`config.mk`:
```
export PLATFORM = sky130hd
export DESIGN_NAME = psx_loader_top
export DESIGN_NICKNAME = d
export VERILOG_FILES = /design/src/verilog/download_pkg.sv /design/src/verilog/cheat_pkg.sv /design/src/verilog/download_decoder.sv /design/src/verilog/word_packer.sv /design/src/verilog/ram_loader.sv /design/src/verilog/fast_forward_ctl.sv /design/src/verilog/psx_loader_top.sv
export SDC_FILE = /design/constraint.sdc
export NUM_CORES = 1
export LEC_CHECK = 0
export BUFFER_PORTS_ARGS = -buffer_cell sky130_fd_sc_hd__buf_2
export CORE_ASPECT_RATIO = 1.2
export CORE_MARGIN = 5
export CORE_UTILIZATION = 40
export DETAILED_ROUTE_END_ITERATION = 7
export MAX_ROUTING_LAYER = met4
export PLACE_DENSITY_LB_ADDON = 0.15
export SLEW_MARGIN = 5
export SYNTH_ARGS = -nofsm -noshare
export SYNTH_HDL_FRONTEND = slang
export SYNTH_HIERARCHICAL = 1
export SYNTH_SLANG_ARGS = --single-unit
```
`constraint.sdc`:
```
create_clock -name clk_1x -period 7.6 [get_ports clk_1x]
set_clock_uncertainty 0.2 [all_clocks]
set_input_delay 0.38 -clock clk_1x [delete_from_list [all_inputs] [get_ports clk_1x]]
set_output_delay 0.38 -clock clk_1x [all_outputs]
set_load 0.01 [all_outputs]
```
`src/verilog/download_pkg.sv`:
```
//==============================
// Host download bus widths, download
// index codes, memory region bases and
// the main-memory word and address types
//==============================

package download_pkg;

	//==============================
	// Host download port
	//==============================
	localparam int IOCTL_ADDR_W = 27;
	localparam int IOCTL_WORD_W = 16;

	// One main-memory word is two host words
	typedef logic [31:0]             ram_word_t;
	typedef logic [IOCTL_ADDR_W-1:0] ram_addr_t;
	typedef logic [8:0]              track_addr_t;

	//==============================
	// Download index codes
	//==============================
	localparam logic [7:0] IDX_BIOS   = 8'd0;
	localparam logic [7:0] IDX_EXE    = 8'd1;
	localparam logic [7:0] IDX_SBI    = 8'd250;
	localparam logic [7:0] IDX_CDINFO = 8'd251;
	localparam logic [7:0] IDX_CODE   = 8'd255;

	// Byte offsets added to the host address
	localparam ram_addr_t BIOS_BASE = 27'd2097152;
	localparam ram_addr_t EXE_BASE  = 27'd4194304;

endpackage

```
`src/verilog/cheat_pkg.sv`:
```
//==============================
// Cheat code type and the
// positions of its four fields
//==============================

package cheat_pkg;

	// Each field is one 32-bit value
	localparam int CODE_FIELD_W = 32;

	// Host words that make up one code
	localparam int CODE_WORDS = 8;

	typedef logic [4*CODE_FIELD_W-1:0] code_t;

	//==============================
	// Field layout, flags on top
	//==============================
	localparam int FLAGS_LSB   = 3 * CODE_FIELD_W;
	localparam int ADDR_LSB    = 2 * CODE_FIELD_W;
	localparam int COMPARE_LSB = CODE_FIELD_W;
	localparam int REPLACE_LSB = 0;

endpackage

```
`src/verilog/download_decoder.sv`:
```
//==============================
// Download decoder: registered kind
// flags, load-EXE and code-clear
// pulses, libcrypt key capture
//==============================

`timescale 1ns/1ns

module download_decoder (
	input  logic                                  clk_1x,
	input  logic                                  rst_n,
	input  logic                                  ioctl_download,
	input  logic [7:0]                            ioctl_index,
	input  logic                                  ioctl_wr,
	input  logic [download_pkg::IOCTL_WORD_W-1:0] ioctl_dout,
	output logic                                  bios_active,
	output logic                                  exe_active,
	output logic                                  cdinfo_active,
	output logic                                  code_active,
	output logic                                  load_exe,
	output logic                                  code_clear,
	output logic [download_pkg::IOCTL_WORD_W-1:0] libcrypt_key
);

	logic sbi_active;
	logic exe_active_d;
	logic code_active_d;

	//==============================
	// Kind flags
	//==============================
	always_ff @(posedge clk_1x) begin
		if (!rst_n) begin
			bios_active   <= 1'b0;
			exe_active    <= 1'b0;
			sbi_active    <= 1'b0;
			cdinfo_active <= 1'b0;
			code_active   <= 1'b0;
		end else begin
			bios_active   <= ioctl_download && (ioctl_index == download_pkg::IDX_BIOS);
			exe_active    <= ioctl_download && (ioctl_index == download_pkg::IDX_EXE);
			sbi_active    <= ioctl_download && (ioctl_index == download_pkg::IDX_SBI);
			cdinfo_active <= ioctl_download && (ioctl_index == download_pkg::IDX_CDINFO);
			code_active   <= ioctl_download && (ioctl_index == download_pkg::IDX_CODE);
		end
	end

	//==============================
	// Edge pulses
	//==============================
	always_ff @(posedge clk_1x) begin
		if (!rst_n) begin
			exe_active_d  <= 1'b0;
			code_active_d <= 1'b0;
			load_exe      <= 1'b0;
			code_clear    <= 1'b0;
		end else begin
			exe_active_d  <= exe_active;
			code_active_d <= code_active;
			// EXE download finished, start the program
			load_exe      <= exe_active_d && !exe_active;
			// New code list, drop the old codes
			code_clear    <= code_active && !code_active_d;
		end
	end

	// Key is the last word of the SBI download
	always_ff @(posedge clk_1x) begin
		if (sbi_active && ioctl_wr) begin
			libcrypt_key <= ioctl_dout;
		end
	end

endmodule

```
`src/verilog/word_packer.sv`:
```
//==============================
// Word packer: collects 16-bit host
// words into one payload by address
//==============================

`timescale 1ns/1ns

module word_packer #(
	parameter type payload_t = download_pkg::ram_word_t
) (
	input  logic                                  clk_1x,
	input  logic                                  rst_n,
	input  logic                                  enable,
	input  logic                                  word_wr,
	input  download_pkg::ram_addr_t               word_addr,
	input  logic [download_pkg::IOCTL_WORD_W-1:0] word,
	output payload_t                              payload,
	output logic                                  payload_valid,
	output download_pkg::ram_addr_t               base_addr
);

	localparam int PAYLOAD_W = $bits(payload_t);
	localparam int WORD_W    = download_pkg::IOCTL_WORD_W;
	localparam int FIELD_W   = 2 * WORD_W;
	localparam int SLOTS     = PAYLOAD_W / WORD_W;
	localparam int FIELDS    = SLOTS / 2;
	localparam int SLOT_W    = $clog2(SLOTS);
	localparam int OFF_W     = $clog2(PAYLOAD_W);

	logic                 accept;
	logic [SLOT_W-1:0]    slot;
	logic [OFF_W-1:0]     offset;
	logic [PAYLOAD_W-1:0] data_q;

	assign accept = enable && word_wr;

	// Host addresses are byte addresses of 16-bit words
	assign slot = word_addr[SLOT_W:1];

	// Fields fill from the top, low half at the lower address
	always_comb begin
		offset = OFF_W'((FIELDS - 1 - int'(slot >> 1)) * FIELD_W + int'(slot[0]) * WORD_W);
	end

	always_ff @(posedge clk_1x) begin
		if (accept) begin
			data_q[offset +: WORD_W] <= word;
			if (slot == '0) begin
				base_addr <= word_addr;
			end
		end
	end

	// Done once the last slot is written
	always_ff @(posedge clk_1x) begin
		if (!rst_n) begin
			payload_valid <= 1'b0;
		end else begin
			payload_valid <= accept && (slot == SLOT_W'(SLOTS - 1));
		end
	end

	assign payload = payload_t'(data_q);

endmodule

```
`src/verilog/ram_loader.sv`:
```
//==============================
// RAM loader: packed host words go to
// main memory or to the track-info port,
// host wait while a write is pending
//==============================

`timescale 1ns/1ns

module ram_loader (
	input  logic                                  clk_1x,
	input  logic                                  rst_n,
	input  logic                                  bios_active,
	input  logic                                  exe_active,
	input  logic                                  cdinfo_active,
	input  logic                                  ioctl_wr,
	input  download_pkg::ram_addr_t               ioctl_addr,
	input  logic [download_pkg::IOCTL_WORD_W-1:0] ioctl_dout,
	output logic                                  mem_req,
	output download_pkg::ram_addr_t               mem_addr,
	output download_pkg::ram_word_t               mem_data,
	input  logic                                  mem_done,
	output logic                                  track_wr,
	output download_pkg::track_addr_t             track_addr,
	output download_pkg::ram_word_t               track_data,
	output logic                                  ioctl_wait
);

	download_pkg::ram_word_t packed_word;
	download_pkg::ram_addr_t packed_addr;
	download_pkg::ram_addr_t region_base;
	logic                    packed_valid;
	logic                    mem_active;
	logic                    mem_start;
	logic                    req_hold;

	assign mem_active = bios_active || exe_active;

	word_packer #(
		.payload_t     (download_pkg::ram_word_t)
	) i_word_packer (
		.clk_1x        (clk_1x),
		.rst_n         (rst_n),
		.enable        (bios_active || exe_active || cdinfo_active),
		.word_wr       (ioctl_wr),
		.word_addr     (ioctl_addr),
		.word          (ioctl_dout),
		.payload       (packed_word),
		.payload_valid (packed_valid),
		.base_addr     (packed_addr)
	);

	//==============================
	// Main memory writes
	//==============================
	always_comb begin
		if (exe_active) begin
			region_base = download_pkg::EXE_BASE;
		end else begin
			region_base = download_pkg::BIOS_BASE;
		end
	end

	assign mem_start = packed_valid && mem_active;

	// Held from the packed word until the done pulse
	always_ff @(posedge clk_1x) begin
		if (!rst_n) begin
			req_hold <= 1'b0;
		end else if (!mem_active) begin
			// Download ended, drop whatever is pending
			req_hold <= 1'b0;
		end else begin
			req_hold <= (req_hold || mem_start) && !mem_done;
		end
	end

	assign mem_req  = mem_start || req_hold;
	assign mem_addr = packed_addr + region_base;
	assign mem_data = packed_word;

	// Host stalls for exactly as long as the request is up
	assign ioctl_wait = mem_req;

	//==============================
	// Track-info writes
	//==============================
	assign track_wr   = packed_valid && cdinfo_active;
	assign track_addr = packed_addr[10:2];
	assign track_data = packed_word;

endmodule

```
`src/verilog/fast_forward_ctl.sv`:
```
//==============================
// Fast-forward control: on while
// held, a short tap latches it on
//==============================

`timescale 1ns/1ns

module fast_forward_ctl #(
	parameter int TAP_LIMIT = 10000000
) (
	input  logic clk_1x,
	input  logic rst_n,
	input  logic ff_request,
	output logic fast_forward
);

	localparam int CNT_W = $clog2(TAP_LIMIT + 1);

	logic             request_d;
	logic             press_start;
	logic             press_end;
	logic [CNT_W-1:0] press_cnt;
	logic             ff_latch;
	logic             tap_latched;

	assign press_start = ff_request && !request_d;
	assign press_end   = !ff_request && request_d;

	always_ff @(posedge clk_1x) begin
		if (!rst_n) begin
			request_d    <= 1'b0;
			press_cnt    <= '0;
			ff_latch     <= 1'b0;
			tap_latched  <= 1'b0;
			fast_forward <= 1'b0;
		end else begin
			request_d <= ff_request;
			// Press length, stops at the tap limit
			if (press_start) begin
				press_cnt <= '0;
				ff_latch  <= 1'b0;
			end else if (ff_request && (press_cnt != CNT_W'(TAP_LIMIT))) begin
				press_cnt <= press_cnt + 1'b1;
			end
			// Short tap toggles the latch on, every other release leaves it off
			if (press_end) begin
				if ((press_cnt < CNT_W'(TAP_LIMIT)) && !tap_latched) begin
					ff_latch    <= 1'b1;
					tap_latched <= 1'b1;
				end else begin
					tap_latched <= 1'b0;
				end
			end
			fast_forward <= ff_request || ff_latch;
		end
	end

endmodule

```
`src/verilog/psx_loader_top.sv`:
```
//==============================
// Loader top: download decoder, RAM
// loader, cheat code packer and
// fast-forward control
//==============================

`timescale 1ns/1ns

module psx_loader_top #(
	parameter int FF_TAP_LIMIT = 10000000
) (
	input  logic                                  clk_1x,
	input  logic                                  rst_n,
	// Host download port
	input  logic                                  ioctl_download,
	input  logic [7:0]                            ioctl_index,
	input  download_pkg::ram_addr_t               ioctl_addr,
	input  logic [download_pkg::IOCTL_WORD_W-1:0] ioctl_dout,
	input  logic                                  ioctl_wr,
	output logic                                  ioctl_wait,
	// Main memory port
	output logic                                  mem_req,
	output download_pkg::ram_addr_t               mem_addr,
	output download_pkg::ram_word_t               mem_data,
	input  logic                                  mem_done,
	// CD track info
	output logic                                  track_wr,
	output download_pkg::track_addr_t             track_addr,
	output download_pkg::ram_word_t               track_data,
	// Core control
	output logic                                  load_exe,
	output logic [download_pkg::IOCTL_WORD_W-1:0] libcrypt_key,
	output logic                                  code_clear,
	output logic                                  code_valid,
	output cheat_pkg::code_t                      code,
	input  logic                                  ff_request,
	output logic                                  fast_forward
);

	logic bios_active;
	logic exe_active;
	logic cdinfo_active;
	logic code_active;

	download_decoder i_decoder (
		.clk_1x         (clk_1x),
		.rst_n          (rst_n),
		.ioctl_download (ioctl_download),
		.ioctl_index    (ioctl_index),
		.ioctl_wr       (ioctl_wr),
		.ioctl_dout     (ioctl_dout),
		.bios_active    (bios_active),
		.exe_active     (exe_active),
		.cdinfo_active  (cdinfo_active),
		.code_active    (code_active),
		.load_exe       (load_exe),
		.code_clear     (code_clear),
		.libcrypt_key   (libcrypt_key)
	);

	ram_loader i_ram_loader (
		.clk_1x        (clk_1x),
		.rst_n         (rst_n),
		.bios_active   (bios_active),
		.exe_active    (exe_active),
		.cdinfo_active (cdinfo_active),
		.ioctl_wr      (ioctl_wr),
		.ioctl_addr    (ioctl_addr),
		.ioctl_dout    (ioctl_dout),
		.mem_req       (mem_req),
		.mem_addr      (mem_addr),
		.mem_data      (mem_data),
		.mem_done      (mem_done),
		.track_wr      (track_wr),
		.track_addr    (track_addr),
		.track_data    (track_data),
		.ioctl_wait    (ioctl_wait)
	);

	// One code per eight host words
	word_packer #(
		.payload_t     (cheat_pkg::code_t)
	) i_code_packer (
		.clk_1x        (clk_1x),
		.rst_n         (rst_n),
		.enable        (code_active),
		.word_wr       (ioctl_wr),
		.word_addr     (ioctl_addr),
		.word          (ioctl_dout),
		.payload       (code),
		.payload_valid (code_valid),
		.base_addr     ()
	);

	fast_forward_ctl #(
		.TAP_LIMIT    (FF_TAP_LIMIT)
	) i_ff_ctl (
		.clk_1x       (clk_1x),
		.rst_n        (rst_n),
		.ff_request   (ff_request),
		.fast_forward (fast_forward)
	);

endmodule

```
Word level (Yosys, flattened, before mapping)
Index checks and enable logic that the tools add are counted.
{ "totals": {"ff_bits": 242} }
{ "op_classes": {"addsub": 6, "order_cmp": 1, "n_eq_ne": 6, "shifts": 4, "muxes": 7, "bitwise": 2, "reduce_logical": 33} }
{ "op_table": {"columns": ["cell", "n"], "rows": [
  ["$bwmux 128", 1],
  ["$shift 16x9->128 const A", 1],
  ["$shiftx 16x9->128", 1],
  ["$bwmux 32", 1],
  ["$shift 16x7->32 const A", 1],
  ["$shiftx 16x7->32", 1],
  ["$add 27x23->27", 1],
  ["$add 24x1->24 const B", 1],
  ["$eq 8x8->1 const B", 3],
  ["$lt 24x24->1 const B", 1],
  ["$ne 24x24->1 const B", 1],
  ["$mux 23", 1],
  ["$logic_and 1x1->1", 19],
  ["$neg 7->9", 1],
  ["$eq 8x1->1 const B", 1],
  ["$logic_not 8->1", 1],
  ["$add 7x6->7", 1],
  ["$neg 5->7", 1],
  ["$logic_not 1->1", 6],
  ["$logic_or 1x1->1", 4],
  ["$mux 1", 4],
  ["$reduce_and 2->1", 2],
  ["$eq 3x3->1 const B", 1],
  ["$not 1->1", 2],
  ["2 further kinds", 2]
]} }

Longest topological paths before layout
Gate-level depths: netlist (run 1).
{ "logic_depth": {"ltp_word": 5, "ltp_mapped": 8, "mapped_depth_nobuf": 7} }

Cells and area by module
Netlist (run 1), hierarchy kept.
{ "modules_own_cells": {"columns": ["module", "instances", "cells_per_inst", "area_each_um2", "seq_area_each_um2"], "rows": [
  ["word_packer (i_code_packer)", 1, 344, 5821.8, 4674.5],
  ["word_packer (i_ram_loader.i_word_packer)", 1, 99, 2019.4, 1761.7],
  ["fast_forward_ctl", 1, 156, 1330.0, 560.5],
  ["download_decoder", 1, 41, 769.5, 660.6],
  ["ram_loader", 1, 61, 481.7, 20.0]
]} }

Least setup slack after synthesis (run 1)
OpenSTA, ideal clock, no wires.
{ "synth_timing": {"kind": "in2reg", "from": "in ioctl_addr[1]", "to": "reg, netlist name i_code_packer/base_addr[0]", "arrival_time_ns": 2.764, "t_required_ns": 6.949, "setup_slack_ns": 4.185, "cell_stages": 4, "n_path_buf": 1, "cell_sequence": "buf_2 > inv_1 > ha_1 > nor3b_1"} }
{ "synth_lines": {"columns": ["item", "line", "text"], "rows": [
  ["start: declaration", "psx_loader_top.sv:17", "input download_pkg::ram_addr_t ioctl_addr,"]
]} }

==> run metrics, run 1 <==
setup violators final=0; postcts setup bufs=0; drc violations=0; final WL=between 20 and 30 mm; die span in y=approximately 180 microns; post-CTS sizing=0; Sink Count=242; Design Area, Final=12300 sq um; Post-Syn Instances=673; maximum clock frequency=309 MHz; total grt overflow=0; initial antenna violation count=0; Site Rows=62; Starting DRT DRC Count=290; Peak VDD IR=0.000134 V; Vias=6334; largest net degree at the start of global routing=53; Seq pwr share=52.6%; aggregate global-route resource usage=19.4%; I/O pins=between 300 and 400; worst-margin pin slew=1.19 ns; FF/Latch Area=between 6000 and 7000 sq um; Gate power share=approximately 4.7%; Slowest Stage Delay on Critical Path=0.99 ns; Required @ worst endpoint=7.53 ns; total core area=23800 sq um; Die X=around 150 microns; clk root buf=clkbuf_16; total negative setup slack=0 ns; Final Hold Vio Count=0; starting density of the core=approximately two fifths; Pint=2.16 mW; CTS Buffer Depth=3; hpwl dp=around 18 mm; CP dominant cell by count=ha_1; crit-path max FO=16; I/O Buffers=between 300 and 400; Cell Area, Synth=9600 sq um; RD Place Congestion=0.793; crit path kind=in -> reg; Fillers=2094; Ant. Diodes=0; RSZ-0062 raised after global routing=no; crit share post-route=42.6%; clk_lat worst skew=0.52 ns; layout cell share with drive strength beyond 1=36.3%; critical path's slowest cell=nor3_2; first-pass GRT wire length=38.5 mm; CP bufs+invs=2; sw frac=roughly a fifth; nets@finish=1047; Warnings, synthesis=6; TritonCTS Buffers=25; post-route ant nets=0; Cell Area, Placed=between 10000 and 15000 sq um; Crit path arrival time=3.17 ns; Mapped Avg Cell Area=14.3 sq um; CTS tree=yes; Max-Cap Viols=0; Max Slew Vio Count=0; P&R area growth vs syn=27.9%; critical path startpoint category=input pin; Clock Power Share=between 40% and 50%; Top delay family on crit path=simple AND/OR/NAND/NOR gates; H-tree depth=1; crit path cell chain=dlygate4sd3_1 > buf_2 > ha_1 > ha_1 > or2_1 > nor3_2; Worst setup EP type=flip-flop; fin crit period=between 3 and 4 ns; Worst-path clk slew=0.06 ns; DRT Pass-1 Iters=4; leak pwr=5.54 nW; outcome=finished clean; relative slew slack=approximately a fifth; die area=27200 sq um; multi-input logic area=between 2000 and 2500 sq um; routed len/inst=20.2 microns; Psw=between 0.5 and 0.6 mW; vias in the first global route=6365; Hold Path Class=in -> reg; PD cells=222 nW/um^2; DR vias/cell=4.81; syn_nets=740
[final timing paths]
path	start	endpoint	slack, ns	cells past startpoint
min	ioctl_index[0]	i_decoder/sbi_active$_SDFF_PN0_	0.03	3
max	ioctl_addr[2]	i_code_packer/payload[102]$_DFFE_PP_	4.36	6
max reg2reg	i_decoder/code_active$_SDFF_PN0_	i_code_packer/payload[102]$_DFFE_PP_	5.39	2
min reg2reg	i_decoder/code_active_d$_SDFF_PN0_	i_decoder/code_clear$_SDFF_PN0_	0.19	1
[routing by layer]
| metal | routed length (microns) | vias up | part of all wire [%] | global-route usage, % |
|---|---|---|---|---|
| li1 | - | 2999 | - | - |
| met1 | 10200 | 3063 | 38 | 23.1 |
| met2 | 13900 | 242 | 52 | 33.9 |
| met3 | 2160 | 30 | 8.1 | 3.73 |
| met4 | 411 | 0 | 1.5 | 4.50 |
| met5 | 0 | - | 0 | - |
[final cells by class]
cell class / count / area share (%)
Clock buffer: 35 / 5.48
Clock inverter: 10 / 0.825
Inverter: 12 / 0.367
Multi-Input combinational cell: 351 / 18.4
Sequential cell: 242 / 55.9
Tap cell: 320 / 3.26
Timing Repair Buffer: 348 / 15.8
[flip-flops by register name, indices dropped and copies added, names as in the netlist, 16 cells and up]
register,cells
i_code_packer/payload,128
i_decoder/libcrypt_key,16
i_ram_loader/i_word_packer/base_addr,26
i_ff_ctl/press_cnt,24
i_ram_loader/i_word_packer/payload,32
[metrics by stage]
stage | hold slack, ns | setup slack [ns] | total power [mW] | instances | utilization (%)
6_report | 0.0256 | 4.36 | 2.72 | 1318 | 51.6
4_1_cts | 0.00311 | 4.35 | 2.76 | 1318 | 51.6
5_1_grt | 0.0102 | 4.19 | 2.83 | 1318 | 51.6
3_5_place_dp | 0.181 | 3.87 | 1.58 | 1235 | 46.7
3_3_place_gp | 0.181 | 3.94 | 1.57 | 1235 | 46.7
2_1_floorplan | 0.167 | 4.31 | 1.52 | 673 | -
[timing repair]
action | 4_1_cts | 5_1_grt
endpoints found under the hold margin | 33 | 0
hold buffers | 38 | 0
setup endpoints to repair | 0 | 0
[worst register-to-register path, delay by kind of cell, from the launching register on]
| kind | cells | cell delay, ns |
|---|---|---|
| and+or+nand+nor | 2 | 1.14 |
| DFF | 1 | 0.50 |
[cell usage in the layout, fill, tap and decap left out, types with 16 or more instances in the layout]
| cell type | count |
|---|---|
| nor2_1 | 53 |
| and2_1 | 53 |
| dfxtp_1 | 40 |
| buf_2 | 306 |
| clkbuf_16 | 25 |
| dlygate4sd3_1 | 38 |
| edfxtp_1 | 202 |
| and3_1 | 72 |
| xnor2_1 | 16 |
| nand2_1 | 22 |
[power by group through the flow]
stage / registers (mW) / clock network (mW) / logic (mW)
floorplan: 1.46 / 0 / 0.0618
global placement: 1.46 / 0 / 0.112
detailed placement: 1.46 / 0 / 0.114
CTS: 1.43 / 1.20 / 0.128
global route: 1.43 / 1.26 / 0.140
finish: 1.43 / 1.16 / 0.127
(Power assumes the default switching activity.)
==> run 2: changes to the inputs <==
Clock period 7.6 ns to 3.3 ns, I/O delays scaled along.
==> run 2 against run 1 <==
  * First-iteration DRC count decreased by 6.2%
  * Combinational power up 150%
  * Utilization rose by 1.3 points
  * Non-clock buffer count rose by 30
  * Flip-flop and latch count stayed put
  * Clock power grew 140%
  * Die area did not move
==> run metrics, run 2 (synthesis gave the netlist of run 1 again) <==
worst slack, placed=0.474 ns (-3.40 ns); final WL=26.8 mm (+0.33%); leak pwr=5.69 nW (+2.8%); layout cell share with drive strength beyond 1=36.1% (-0.15 points); most common cell after layout, fill and taps aside=buf_2; total negative setup slack=0 ns (unchanged); most frequent cells in the layout=buf_2 (306), edfxtp_1 (202), and3_1 (72), dlygate4sd3_1 (61); Hold Path Class=in -> reg; H-tree depth=1 (unchanged); P&R area growth vs syn=31.1%; Required @ worst endpoint=3.32 ns (-4.21 ns); postcts setup bufs=0 (unchanged); I/O pins=308 (unchanged); outcome=finished clean; aggregate global-route resource usage=19.6% (+0.15 points); post-route ant nets=0 (unchanged); RD Place Congestion=0.776 (-2.1%); first-pass GRT wire length=39.2 mm (+1.8%); nets@finish=1076 (+2.8%); initial antenna violation count=1 (+1); Max-Cap Viols=0 (unchanged); min-delay src=ioctl_addr[1]; Worst setup EP type=flip-flop; starting density of the core=40.3% (unchanged); Die X=151 microns (unchanged); Starting DRT DRC Count=272 (-6.2%); r2r worst-path depth=5 (+3); Vias=6479 (+2.3%); fin worst setup slack=0.493 ns (-3.87 ns); routed len/inst=19.9 microns (-1.8%); FF-to-FF Start=i_ff_ctl/press_cnt[16]$_SDFFE_PP0P_; DR vias/cell=4.81 (about the same); final cell count without fillers=1347 (+2.2%); Max Slew Vio Count=0 (unchanged); TritonCTS Buffers=24 (-4.0%); DP Cell Count=1242 (+0.57%); setup violators final=0 (unchanged); total grt overflow=0 (unchanged); DRT Pass-1 Iters=4 (unchanged); relative slew slack=44.9% (+25 points); hpwl dp=18.4 mm (+0.21%); hold depth=3 (unchanged); Sink Count=242 (unchanged); total core area=23800 sq um (unchanged); Site Rows=62 (unchanged); critical path startpoint category=input pin; I/O Buffers=306 (unchanged); die area=27200 sq um (unchanged); die span in y=180 microns (unchanged); Final Hold Vio Count=0 (unchanged); worst-margin pin slew=0.827 ns (-0.363 ns); Ant. Diodes=0 (unchanged); max reg flops=128 (unchanged); largest net degree at the start of global routing=49 (-7.5%); clk root buf=clkbuf_16; Util after Layout=52.9% (+1.3 points); PD cells=505 nW/um^2 (+130%); Crit path arrival time=2.82 ns (-0.35 ns); fin crit period=2.81 ns; drc violations=0 (unchanged); RSZ-0062 raised after global routing=no; CTS tree=yes; Worst-path clk slew=0.06 ns (about the same); maximum clock frequency=356 MHz; crit-path max FO=12 (-4); crit path kind=in -> reg; crit share post-route=85.1%; CTS Buffer Depth=3 (unchanged); flop2flop setup slack=1.25 ns (-4.14 ns); Design Area, Final=12600 sq um (+2.5%); Peak VDD IR=0.000304 V (+130%); post-CTS sizing=0 (unchanged); worst hold path endpoint=i_ram_loader/i_word_packer/payload[19]$_DFFE_PP_; Worst R2R End=i_ff_ctl/tap_latched$_SDFFE_PN0P_; clk_lat worst skew=0.51 ns (about the same); vias in the first global route=6567 (+3.2%); Cell Area, Placed=11200 sq um (+0.44%)
-- run 2: cell types whose count changed in the layout (fill, tap and decap cells not counted), moves of 2 or more --
cell           before  now
buf_4               4   11
clkbuf_1            9    4
clkbuf_16          25   27
clkinv_2            2    4
dlygate4sd3_1      38   61
-- run 2: stage by stage --
stage	total power, mW	hold slack [ns]
floorplan	3.51	0.0416
global placement	3.63	0.142
detailed placement	3.63	0.143
CTS	6.43	0.0581
global route	6.60	0.0932
finish	6.37	0.0898
-- run 2: how the worst max path moves through the flow --
| stage | slack (ns) | start | cells after the start | to |
|---|---|---|---|---|
| after floorplan | 0.23 | ioctl_addr[1] | 8 | i_code_packer/payload[32]$_DFFE_PP_ |
| after global placement | 0.52 | ioctl_addr[1] | 7 | i_code_packer/payload[22]$_DFFE_PP_ |
| after detailed placement | 0.47 | ioctl_addr[1] | 7 | i_code_packer/payload[58]$_DFFE_PP_ |
| after CTS | 0.49 | ioctl_addr[2] | 7 | i_code_packer/payload[58]$_DFFE_PP_ |
| after global routing | 0.33 | ioctl_addr[2] | 7 | i_code_packer/payload[58]$_DFFE_PP_ |
| final | 0.49 | ioctl_addr[2] | 7 | i_code_packer/payload[58]$_DFFE_PP_ |
-- run 2: layout make-up --
cell class,count,area (sq um)
clock buffer,31,691
clock inverter,13,114
fill,2116,11200
inverter,12,45.0
multi-input combinational,351,2250
sequential,242,6870
tap,320,400
timing repair buffer,378,2220
-- run 2: critical path, cell delays in order --
cell and delay [ns]:
dlygate4sd3_1 0.55, buf_2 0.18, ha_1 0.21, ha_1 0.55, and4b_1 0.44, and3_1 0.46
buf_4 0.26
-- run 2: where the power goes --
group | internal [mW] | switching (mW) | total [mW]
registers | 3.30 | 0.00283 | 3.30
logic | 0.127 | 0.187 | 0.314
clock network | 1.63 | 1.12 | 2.75
total | 5.06 | 1.31 | 6.37
-- run 2: what timing repair did --
| action | CTS | global route |
|---|---|---|
| setup endpoints to repair | 0 | 0 |
| endpoints found under the hold margin | 134 | 0 |
| hold buffers | 61 | 0 |
-- run 2: per-layer routing --
metal	vias up	wire [microns]	track usage [%]
met5	-	0	-
met4	0	604	5.55
met3	42	2300	4.06
met2	252	13800	33.9
met1	3134	10000	22.8
li1	3051	-	-
==> run 3: changes to the inputs <==
Settings changed: BUFFER_PORTS_ARGS -buffer_cell sky130_fd_sc_hd__buf_2 to -buffer_cell sky130_fd_sc_hd__buf_4.
==> run 3 against run 2 <==
  * Combinational power is 8.0% higher
  * Count of clock-buffer cells in the layout is 1 lower
  * Clock power is 5% higher
  * Flip-flop and latch count stayed put
  * Non-clock buffer count stayed put
  * Critical path depth stayed put
  * Total power is 2.7% higher
  * Sequential power hardly changed
  * Sequential share of layout area is 3.3 points lower
  * Critical path type unchanged
  * Critical endpoint is now i_code_packer/payload[25]$_DFFE_PP_
  * Highest routed layer unchanged
==> run metrics, run 3 (synthesis gave the netlist of run 1 again) <==
multi-input logic area=2250 sq um (unchanged); Vias=6434 (-0.69%); aggregate global-route resource usage=19.9% (+0.29 points); Gate power share=5.2% (+0.3 points); most frequent cells in the layout=buf_4 (317), edfxtp_1 (202), and3_1 (72), dlygate4sd3_1 (61); max reg flops=128 (unchanged); post-route ant nets=0 (unchanged); final WL=27.3 mm (+1.9%); RD Place Congestion=0.809 (+4.2%); Site Rows=62 (unchanged); Required @ worst endpoint=3.32 ns (about the same); crit share post-route=84.0% (-1.1 points); Seq pwr share=50.5% (-1.3 points); worst-margin pin slew=0.812 ns (-0.0150 ns); Ant. Diodes=0 (unchanged); hpwl dp=19.0 mm (+2.9%); relative slew slack=45.9% (+1.0 points); RSZ-0062 raised after global routing=no; post-CTS sizing=0 (unchanged); worst hold path endpoint=i_ram_loader/i_word_packer/payload[19]$_DFFE_PP_; sw frac=19.9% (-0.69 points); critical path startpoint category=input pin; clk_lat worst skew=0.51 ns (about the same); Final Hold Vio Count=0 (unchanged); I/O pins=308 (unchanged); Starting DRT DRC Count=337 (+24%); outcome=finished clean; die span in y=180 microns (unchanged); DR vias/cell=4.78 (-0.62%); Psw=1.30 mW (-0.68%); CTS tree=yes; Util after Layout=56.3% (+3.4 points); most common cell after layout, fill and taps aside=buf_4; nets@finish=1076 (unchanged); Peak VDD IR=0.000291 V (-4.3%); Hold Path Class=in -> reg; first-pass GRT wire length=39.4 mm (+0.41%); H-tree depth=1 (unchanged); Hold Slack=0.0574 ns (-0.0324 ns); maximum clock frequency=361 MHz (+1.3%); starting density of the core=40.3% (unchanged); FF/Latch Area=6870 sq um (unchanged); P&R area growth vs syn=39.6%; Pint=5.24 mW (+3.6%); Die X=151 microns (unchanged); leak pwr=5.85 nW (+2.8%); total grt overflow=0 (unchanged); setup violators final=0 (unchanged); crit-path max FO=12 (unchanged); routed len/inst=20.3 microns (+2.0%); I/O Buffers=306 (unchanged); total core area=23800 sq um (unchanged); Fillers=1975 (-6.7%); FF-to-FF Start=i_ff_ctl/press_cnt[16]$_SDFFE_PP0P_; hold depth=3 (unchanged); Crit path arrival time=2.79 ns (-0.03 ns); total negative setup slack=0 ns (unchanged); Worst setup EP type=flip-flop; fin crit period=2.77 ns (-0.0355 ns); Worst-path clk slew=0.06 ns (about the same); drc violations=0 (unchanged); r2r worst-path depth=5 (unchanged); TritonCTS Buffers=24 (unchanged); largest net degree at the start of global routing=49 (unchanged); vias in the first global route=6441 (-1.9%); Worst R2R End=i_ff_ctl/tap_latched$_SDFFE_PN0P_; clk root buf=clkbuf_16; initial antenna violation count=0 (-1); min-delay src=ioctl_addr[1]; DRT Pass-1 Iters=4 (unchanged); Sink Count=242 (unchanged); die area=27200 sq um (unchanged); Max-Cap Viols=0 (unchanged); Clock Power Share=44.4% (+1.2 points); flop2flop setup slack=1.26 ns (about the same); CTS Buffer Depth=3 (unchanged); Max Slew Vio Count=0 (unchanged); PD cells=488 nW/um^2 (-3.5%); layout cell share with drive strength beyond 1=36.4% (+0.23 points); crit path kind=in -> reg
## run 3: cell count changes in the layout (fill, tap and decap cells not counted)
cell,previous run,this run
buf_2,306,0
buf_4,11,317
bufinv_16,2,5
clkinv_1,5,2
clkbuf_16,27,25
clkbuf_8,0,1
clkinv_4,0,1
clkinvlp_4,2,1
## run 3: per-stage QoR
step | power (mW) | std cells | worst slack (ns) | area [sq um]
finish | 6.54 | 1346 | 0.528 | 13400
floorplan | 3.51 | 673 | 0.225 | 9600
CTS | 6.61 | 1346 | 0.573 | 13400
detailed placement | 3.65 | 1242 | 0.568 | 11900
global route | 6.78 | 1346 | 0.405 | 13400
global placement | 3.65 | 1242 | 0.642 | 11900
## run 3: per-layer routing
| metal | vias to the layer above | GRT usage (%) | share of wire [%] |
|---|---|---|---|
| li1 | 3049 | - | - |
| met1 | 3126 | 23.0 | 38 |
| met2 | 220 | 34.4 | 52 |
| met3 | 39 | 4.74 | 8.0 |
| met4 | 0 | 5.22 | 2.3 |
| met5 | - | - | 0 |
## run 3: area by class of cell
class	instances	area share, %
Multi-Input combinational cell	351	16.8
Sequential cell	242	51.2
Timing Repair Buffer	378	22.3
Clock buffer	30	4.88
Tap cell	320	2.99
Clock inverter	13	1.45
Inverter	12	0.336
## run 3: how the worst max path moves through the flow
stage	from	end	slack [ns]	cells past startpoint
after floorplan	ioctl_addr[1]	i_code_packer/payload[32]$_DFFE_PP_	0.23	8
after global routing	ioctl_addr[2]	i_code_packer/payload[95]$_DFFE_PP_	0.41	6
after detailed placement	ioctl_addr[1]	i_code_packer/payload[58]$_DFFE_PP_	0.57	7
after global placement	ioctl_addr[1]	i_code_packer/payload[92]$_DFFE_PP_	0.64	6
final	ioctl_addr[2]	i_code_packer/payload[25]$_DFFE_PP_	0.53	7
after CTS	ioctl_addr[2]	i_code_packer/payload[122]$_DFFE_PP_	0.57	6
## run 3: repair_timing
item | CTS | global route
endpoints found under the setup margin | 0 | 0
buffers inserted | 0 | 0
hold buffers | 61 | 0
endpoints found under the hold margin | 199 | 0
## run 3: worst max-delay path, stage by stage
cell           delay (ns)
dlygate4sd3_1        0.56
buf_4                0.18
ha_1                 0.20
ha_1                 0.57
and4bb_1             0.42
and3_1               0.45
buf_4                0.25
## run 3: power groups by stage
stage          clock, mW  sequential [mW]  combinational (mW)
2_1_floorplan          0             3.37               0.142
3_3_place_gp           0             3.37               0.282
3_5_place_dp           0             3.37               0.287
4_1_cts             2.98             3.30               0.338
5_1_grt             3.12             3.30               0.366
6_report            2.90             3.30               0.339
